===== config.mk =====
export PLATFORM = sky130hd
export DESIGN_NAME = piece_source_flat
export DESIGN_NICKNAME = d
export VERILOG_FILES = /design/src/source/tetris_pkg.sv /design/src/source/piece_if.sv /design/src/source/piece_source.sv /design/src/flat_wrapper.sv
export SDC_FILE = /design/constraint.sdc
export NUM_CORES = 1
export LEC_CHECK = 0
export ABC_CLOCK_PERIOD_IN_PS = 9250
export BUFFER_PORTS_ARGS = -buffer_cell sky130_fd_sc_hd__buf_2
export CORE_ASPECT_RATIO = 0.7
export CORE_MARGIN = 3
export CORE_UTILIZATION = 64
export CTS_CLUSTER_DIAMETER = 30
export DETAILED_ROUTE_END_ITERATION = 6
export MAX_ROUTING_LAYER = met4
export PLACE_DENSITY = 0.86
export SYNTH_ARGS = -nofsm -noshare
export SYNTH_HDL_FRONTEND = slang
export SYNTH_SLANG_ARGS = --single-unit

===== constraint.sdc =====
create_clock -name clk -period 9.25 [get_ports clk]
set_input_delay 1.85 -clock clk [delete_from_list [all_inputs] [get_ports clk]]
set_output_delay 1.85 -clock clk [all_outputs]
set_load 0.02 [all_outputs]

===== src/source/tetris_pkg.sv =====
`default_nettype none

package tetris_pkg;

  ////////////////////////////////////////////////////
  // playfield geometry
  ////////////////////////////////////////////////////

  // row 0 is the top row, row 21 the floor row
  localparam int rows = 22;
  localparam int cols = 10;

  // frame origin of every new piece
  localparam int spawn_row = 0;
  localparam int spawn_col = 3;

  typedef logic [4:0] row_t;
  typedef logic [3:0] col_t;

  // code 0 is an empty cell, codes 1..7 follow piece kinds 0..6
  typedef enum logic [2:0] {
    color_empty,
    color_cyan,
    color_yellow,
    color_purple,
    color_green,
    color_red,
    color_blue,
    color_orange
  } color_t;

  // one row of 3-bit colour codes, column 0 in the low bits
  typedef logic [cols-1:0][2:0] cell_row_t;
  typedef cell_row_t [rows-1:0] grid_t;

  ////////////////////////////////////////////////////
  // commands and shapes
  ////////////////////////////////////////////////////

  // move_none is the null step used for the spawn check
  typedef enum logic [2:0] {
    move_right,
    move_left,
    move_rotr,
    move_rotl,
    move_down,
    move_none
  } move_t;

  typedef enum logic [2:0] {
    kind_i,
    kind_o,
    kind_t,
    kind_s,
    kind_z,
    kind_j,
    kind_l
  } piece_kind_t;

  // 4x4 occupancy mask, bit r*4+c is frame row r, column c
  function automatic logic [15:0] shape_cells(piece_kind_t kind, logic [1:0] rot);
    logic [15:0] mask;
    logic [15:0] turned;
    case (kind)
      kind_i:  mask = 16'h00f0;
      kind_o:  mask = 16'h0660;
      kind_t:  mask = 16'h0072;
      kind_s:  mask = 16'h0036;
      kind_z:  mask = 16'h0063;
      kind_j:  mask = 16'h0071;
      kind_l:  mask = 16'h0074;
      default: mask = 16'h0000;
    endcase
    // each step turns the frame a quarter clockwise about its centre
    for (int step = 0; step < 3; step++) begin
      if (2'(step) < rot) begin
        for (int r = 0; r < 4; r++) begin
          for (int c = 0; c < 4; c++) begin
            turned[r*4+c] = mask[(3-c)*4+r];
          end
        end
        mask = turned;
      end
    end
    return mask;
  endfunction

endpackage

`default_nettype wire


===== src/source/piece_if.sv =====
`default_nettype none

// next piece from generator to game controller
interface piece_if;
  logic                    valid;
  logic                    ready;
  tetris_pkg::piece_kind_t kind;
  tetris_pkg::color_t      color;

  // transfer on a clock with valid and ready both high
  modport source (output valid, output kind, output color, input ready);
  modport sink (input valid, input kind, input color, output ready);
endinterface

`default_nettype wire


===== src/source/piece_source.sv =====
`default_nettype none

module piece_source #(
  parameter logic [15:0] lfsr_seed = 16'hace1
) (
  input logic      clk,
  input logic      rst,
  piece_if.source  pieces
);
  import tetris_pkg::*;

  // galois form, taps 16 14 13 11, shifting right
  localparam logic [15:0] lfsr_taps = 16'hb400;

  logic [15:0] lfsr;
  logic [15:0] lfsr_next;
  logic [2:0]  kind_code;
  logic        valid_q;

  assign lfsr_next = {1'b0, lfsr[15:1]} ^ (lfsr[0] ? lfsr_taps : 16'h0000);

  // kind is the state modulo 7
  assign kind_code = 3'(lfsr % 16'd7);

  ////////////////////////////////////////////////////
  // state only moves on a taken piece
  ////////////////////////////////////////////////////
  always_ff @(posedge clk or posedge rst) begin
    if (rst) begin
      lfsr    <= lfsr_seed;
      valid_q <= 1'b0;
    end else begin
      // never runs dry once out of reset
      valid_q <= 1'b1;
      if (pieces.valid && pieces.ready) begin
        lfsr <= lfsr_next;
      end
    end
  end

  assign pieces.valid = valid_q;
  assign pieces.kind  = piece_kind_t'(kind_code);
  // colour code sits one above the kind
  assign pieces.color = color_t'(kind_code + 3'd1);

  // every piece handed over is one of the seven shapes
  a_kind_range : assert property (@(posedge clk) disable iff (rst)
    pieces.valid && pieces.ready |-> pieces.kind <= kind_l);

endmodule

`default_nettype wire


===== src/flat_wrapper.sv =====
// flat-port wrapper written by rule: the top's interface ports become plain ports
module piece_source_flat import tetris_pkg::*;
#(
  parameter logic [15:0] lfsr_seed = 16'hace1
)
  (clk, rst, pieces_valid, pieces_kind, pieces_color, pieces_ready);
  piece_if pieces_i ();
  input logic clk;
  input logic rst;
  output wire logic [$bits(pieces_i.valid)-1:0] pieces_valid;
  output wire logic [$bits(pieces_i.kind)-1:0] pieces_kind;
  output wire logic [$bits(pieces_i.color)-1:0] pieces_color;
  input wire logic [$bits(pieces_i.ready)-1:0] pieces_ready;
  assign pieces_valid = pieces_i.valid;
  assign pieces_kind = pieces_i.kind;
  assign pieces_color = pieces_i.color;
  assign pieces_i.ready = pieces_ready;
  piece_source #(.lfsr_seed(lfsr_seed)) u_core (.clk(clk), .rst(rst), .pieces(pieces_i));
endmodule

==> results.sh, run 1 <==
export IMPL_max_cap_violations=0
export IMPL_cts_setup_buffers=0
export IMPL_syn_area_mm2=0.00277
export IMPL_h_tree_depth=1
export IMPL_max_slew_worst_pin_slew_ns=0.728
export IMPL_drc=0
export IMPL_dieArea_mm2=0.00517
export IMPL_grtUsageMet3=0.0388
export IMPL_fillers=334
export IMPL_final_max_slew_viol_count=0
export IMPL_syn_nets=349
export IMPL_grt_max_degree=27
export IMPL_relSlewSlack=0.514
export IMPL_drtIter0Drc=279
export IMPL_ant_nets=0
export IMPL_setup_violations=0
export IMPL_ys_warn_count=0
export IMPL_synth_edff_count=0
export IMPL_yosys_area_top_type="dfrtp_1"
export IMPL_cts_sinks=17
export IMPL_antenna_found_initial=0
export IMPL_synthDistinctLibCells=97
export IMPL_cp_arrival_ns=6.50
export IMPL_clk_insertion_delay_late_ns=0.25
export IMPL_layout_common_cells="32 x nand2_1, 27 x o21ai_0, 16 x nor2_1"
export IMPL_boundaryPins=10
export IMPL_fmax_mhz=120
export IMPL_avgRoutedWirePerCell_um=17.1
export IMPL_clk_pin_slew_ns=0.07
export IMPL_grtUsageMet2=0.382
export IMPL_path_max_fanout=18
export IMPL_endpoint_kind="primary output"
export IMPL_hold_path_depth=2
export IMPL_gr_usage_met1=0.420
export IMPL_cp_required_ns=7.40
export IMPL_yosysTopAreaCellShare=0.0813
export IMPL_layout_min_cycle_time_ns=8.35
export IMPL_yosysSeqAreaShare=0.157
export IMPL_nNetsFinal=340
export IMPL_drive_gt1_frac=0.195
export IMPL_routabilityCongestion=1.04
export IMPL_drt_total_wl_mm=6.58
export IMPL_rsz0062_at_grt="no"
export IMPL_synthToLayoutAreaGrowth_pct=-0.181
export IMPL_antennaDiodeCount=0
export IMPL_hold_violations=0
export IMPL_cts_path_max_buffers=2
export IMPL_vias_per_cell=7.09
export IMPL_coreArea_mm2=0.00404
export IMPL_place_hpwl_mm=4.97
export IMPL_root_buffer="clkbuf_8"
export IMPL_grt_pass1_wl_mm=11.3
export IMPL_final_common_cell="nand2_1"
export IMPL_overflow=0
export IMPL_period_share=0.903
export IMPL_fin_tns_setup_ns=0
export IMPL_vias=2738
export IMPL_netlist_top_cells_area="dfrtp_1 8.1%, dfstp_2 7.6%, o21ai_0 4.9%"
export IMPL_postCtsHoldBufs=0
export IMPL_cts_tree="done"
export IMPL_async_flop_share=1.00
export IMPL_start_util=0.686
export IMPL_dpl_cell_area_mm2=0.00272
export IMPL_firstDrtPassIters=5
export IMPL_syn_inst=344
export IMPL_die_w_um=84.7
export IMPL_worstHoldPathType="reg2reg"
export IMPL_outcome="finished, final reports clean"
export IMPL_critPathKind="reg2out"
export IMPL_ys_seq_elements=17
export IMPL_grt_use_total=0.275
export IMPL_final_area_mm2=0.00277
export IMPL_start_kind="register"
export IMPL_dieHeight_um=61.1
export IMPL_top_usage_layer="met1"
export IMPL_synth_avg_cell_area_um2=8.06
export IMPL_ys_flop_type="dfrtp_1"
export IMPL_cts_made_buffers=3
export IMPL_portBuffers=9
export IMPL_cts_repair_resized=0
export IMPL_clock_skew_ns=0.000916
export IMPL_cpPeakStageDelay_ns=0.73
export IMPL_cpMaxStageDelayCell="dfrtp_1"
export IMPL_r2r_cells=2
export IMPL_grt_pass1_vias=2318
export IMPL_num_rows=19
## cells by family (layout without fill, tap and decap cells)
logic type,count (synthesis),count (layout),share of synthesized area
AO/OA/AOI/OAI,139,139,0.400
XOR/XNOR,13,13,0.0488
adder cells (fa/ha/maj),3,3,0.0131
buffers and inverters,38,28,0.0786
flip-flops,17,17,0.157
multiplexers,11,11,0.0483
other,1,1,0.00135
AND/OR/NAND/NOR,122,122,0.252
## metal layers
layer	wire, um	vias up	share of wire
li1	-	1306	-
met1	3320	1283	0.50
met2	2670	141	0.41
met3	543	8	0.082
met4	50	0	0.0076
met5	0	-	0
## layout make-up
class | count | area, um^2 | area share
Clock buffer | 3 | 41.3 | 0.0149
Clock inverter | 1 | 5.00 | 0.00181
Inverter | 15 | 56.3 | 0.0204
Multi-Input combinational cell | 289 | 2120 | 0.766
Sequential cell | 17 | 435 | 0.157
Tap cell | 52 | 65.1 | 0.0235
Timing Repair Buffer | 9 | 45.0 | 0.0163
## synthesized netlist by cell type (6+ instances only)
cell type / instances
clkbuf_1: 7
inv_1: 14
nor3_1: 9
and3_1: 6
xnor2_1: 8
nor2_1: 16
mux2_2: 6
dfrtp_1: 9
o21ai_1: 7
dfstp_2: 8
buf_6: 7
nand2_1: 32
o21ai_0: 27
a21oi_1: 14
and2_1: 7
a211oi_1: 6
nand3_1: 10
## metrics by stage
stage | std cells | setup WS [ns] | hold WS (ns) | util
4_1_cts | 386 | 0.934 | 0.549 | 0.685
3_5_place_dp | 382 | 1.27 | 0.539 | 0.673
5_1_grt | 386 | 0.407 | 0.593 | 0.685
3_3_place_gp | 382 | 1.42 | 0.528 | 0.673
6_report | 386 | 0.896 | 0.551 | 0.685
2_1_floorplan | 344 | 1.93 | 0.503 | -
## worst max-delay path: cells and delay by family, from the launching register on
family                   cells  cell delay [ns]
AO/OA/AOI/OAI               10             1.85
buffers and inverters        4             0.44
multiplexers                 1             0.31
flip-flops                   1             0.73
adder cells (fa/ha/maj)      2             0.45
AND/OR/NAND/NOR              8             2.47
## final timing paths
kind	from	end	slack [ns]
setup / recovery	u_core.lfsr[14]	pieces_color[2]	0.90
hold / removal	u_core.lfsr[5]	u_core.lfsr[5]	0.55
setup reg to reg	u_core.pieces.valid	u_core.lfsr[14]	7.79
hold reg to reg	u_core.lfsr[5]	u_core.lfsr[5]	0.55
max in group asynchronous	rst	u_core.lfsr[2]	7.19
min in group asynchronous	rst	u_core.pieces.valid	1.66
## flip-flops by register name, summed over array words and instances, names as in the netlist
signal               cells
u_core.pieces.valid      1
u_core.lfsr             16
Power of run 1 is not shown: default switching activity piles up to over one toggle a cycle in this logic, so the estimate is an artifact.
==> inputs of run 2 (changes only) <==
--- a/config.mk
+++ b/config.mk
@@ -6,7 +6,7 @@
 export NUM_CORES = 1
 export LEC_CHECK = 0
 export ABC_CLOCK_PERIOD_IN_PS = 9250
-export BUFFER_PORTS_ARGS = -buffer_cell sky130_fd_sc_hd__buf_2
+export BUFFER_PORTS_ARGS = -buffer_cell sky130_fd_sc_hd__buf_4
 export CORE_ASPECT_RATIO = 0.7
 export CORE_MARGIN = 3
 export CORE_UTILIZATION = 64
==> run 2 against run 1 <==
  * Via count is 0.95% lower
  * First-iteration DRC count grew 21%
  * Core utilization up 0.53 points
  * Clock skew grew 0.0013 ns
  * Maximum frequency about the same
  * Hold slack gained 0.0054 ns
  * Highest routed layer unchanged
  * Sequential cell count unchanged
==> results.sh, run 2 (synthesis gave the netlist of run 1 again) <==
export IMPL_start_kind="register"
export IMPL_cpMaxStageDelayCell="dfstp_2"
export IMPL_drt_total_wl_mm=6.62
export IMPL_fmax_mhz=120
export IMPL_largest_reg_flops=16
export IMPL_nNetsFinal=340
export IMPL_root_buffer="clkbuf_8"
export IMPL_rsz0062_at_grt="no"
export IMPL_hold_violations=0
export IMPL_final_common_cell="nand2_1"
export IMPL_regMostFlops="u_core.lfsr"
export IMPL_cts_repair_resized=0
export IMPL_antennaDiodeCount=0
export IMPL_fin_util=0.690
export IMPL_dieArea_mm2=0.00517
export IMPL_die_w_um=84.7
export IMPL_setup_violations=0
export IMPL_cpPeakStageDelay_ns=0.78
export IMPL_fin_tns_setup_ns=0
export IMPL_drive_gt1_frac=0.192
export IMPL_cts_made_buffers=3
export IMPL_drc=0
export IMPL_outcome="finished, final reports clean"
export IMPL_cts_sinks=17
export IMPL_period_share=0.903
export IMPL_max_slew_worst_pin_slew_ns=0.749
export IMPL_cts_path_max_buffers=2
export IMPL_clock_skew_ns=0.00218
export IMPL_grt_max_degree=27
export IMPL_synthToLayoutAreaGrowth_pct=0.587
export IMPL_critPathKind="reg2out"
export IMPL_grt_pass1_vias=2264
export IMPL_fillers=330
export IMPL_clk_insertion_delay_late_ns=0.25
export IMPL_drtIter0Drc=337
export IMPL_max_cap_violations=0
export IMPL_firstDrtPassIters=5
export IMPL_vias=2712
export IMPL_vias_per_cell=7.03
export IMPL_num_rows=19
export IMPL_postCtsHoldBufs=0
export IMPL_overflow=0
export IMPL_start_util=0.686
export IMPL_final_max_slew_viol_count=0
export IMPL_final_area_mm2=0.00279
export IMPL_place_ws_ns=1.24
export IMPL_h_tree_depth=1
export IMPL_avgRoutedWirePerCell_um=17.1
export IMPL_grt_pass1_wl_mm=11.1
export IMPL_cp_required_ns=7.40
export IMPL_clk_pin_slew_ns=0.06
export IMPL_grt_use_total=0.271
export IMPL_endpoint_kind="primary output"
export IMPL_boundaryPins=10
export IMPL_place_hpwl_mm=4.97
export IMPL_cts_setup_buffers=0
export IMPL_fin_ws_ns=0.895
export IMPL_dieHeight_um=61.1
export IMPL_cp_arrival_ns=6.50
export IMPL_antenna_found_initial=0
export IMPL_routabilityCongestion=0.976
export IMPL_layout_min_cycle_time_ns=8.35
export IMPL_dpl_cell_area_mm2=0.00274
export IMPL_layout_common_cells="32 x nand2_1, 27 x o21ai_0, 16 x nor2_1"
export IMPL_portBuffers=9
export IMPL_ant_nets=0
export IMPL_cts_tree="done"
export IMPL_coreArea_mm2=0.00404
export IMPL_relSlewSlack=0.500
export IMPL_path_max_fanout=19
export IMPL_worstHoldPathType="reg2reg"
==> run 2: cell count changes in the layout (fill, tap and decap cells not counted) <==
cell,delta
buf_2,-9
buf_4,+9
clkbuf_1,+1
clkinv_2,-1
==> run 2: worst max-delay path: cells and delay by family, from the launching register on <==
kind	cells	cell delay [ns]
adders and majority gates	2	0.44
AOI/OAI and AO/OA	10	1.88
muxes	1	0.31
DFF	1	0.78
and+or+nand+nor	8	2.43
buffers and inverters	4	0.42
==> run 2: final timing paths <==
path                                     start              end  slack (ns)  depth (start not counted)
setup / recovery               u_core.lfsr[11]  pieces_color[2]        0.90                         25
hold / removal                  u_core.lfsr[5]   u_core.lfsr[5]        0.56                          2
setup reg to reg           u_core.pieces.valid  u_core.lfsr[14]        7.78                          2
hold reg to reg                 u_core.lfsr[5]   u_core.lfsr[5]        0.56                          2
max in group asynchronous                  rst  u_core.lfsr[14]        7.17                          2
min in group asynchronous                  rst   u_core.lfsr[2]        1.68                          2
==> run 2: metrics by stage <==
stage	hold slack, ns	cells
global route	0.581	386
detailed placement	0.549	382
CTS	0.558	386
finish	0.556	386
global placement	0.537	382
floorplan	0.503	344
==> run 2: routing by layer <==
metal	vias to the layer above	routed length [um]	GRT usage
met4	0	47	0.0451
li1	1313	-	-
met1	1247	3230	0.412
met3	8	646	0.0561
met2	144	2700	0.373
met5	-	0	-
==> run 2: cell type report <==
class	instances	area (um^2)	area share
multi-input combinational	289	2120	0.760
sequential	17	435	0.156
timing repair buffer	9	67.6	0.0242
tap	52	65.1	0.0233
inverter	15	56.3	0.0202
clock buffer	4	45.0	0.0162
Power of run 2 is left out for the same reason.
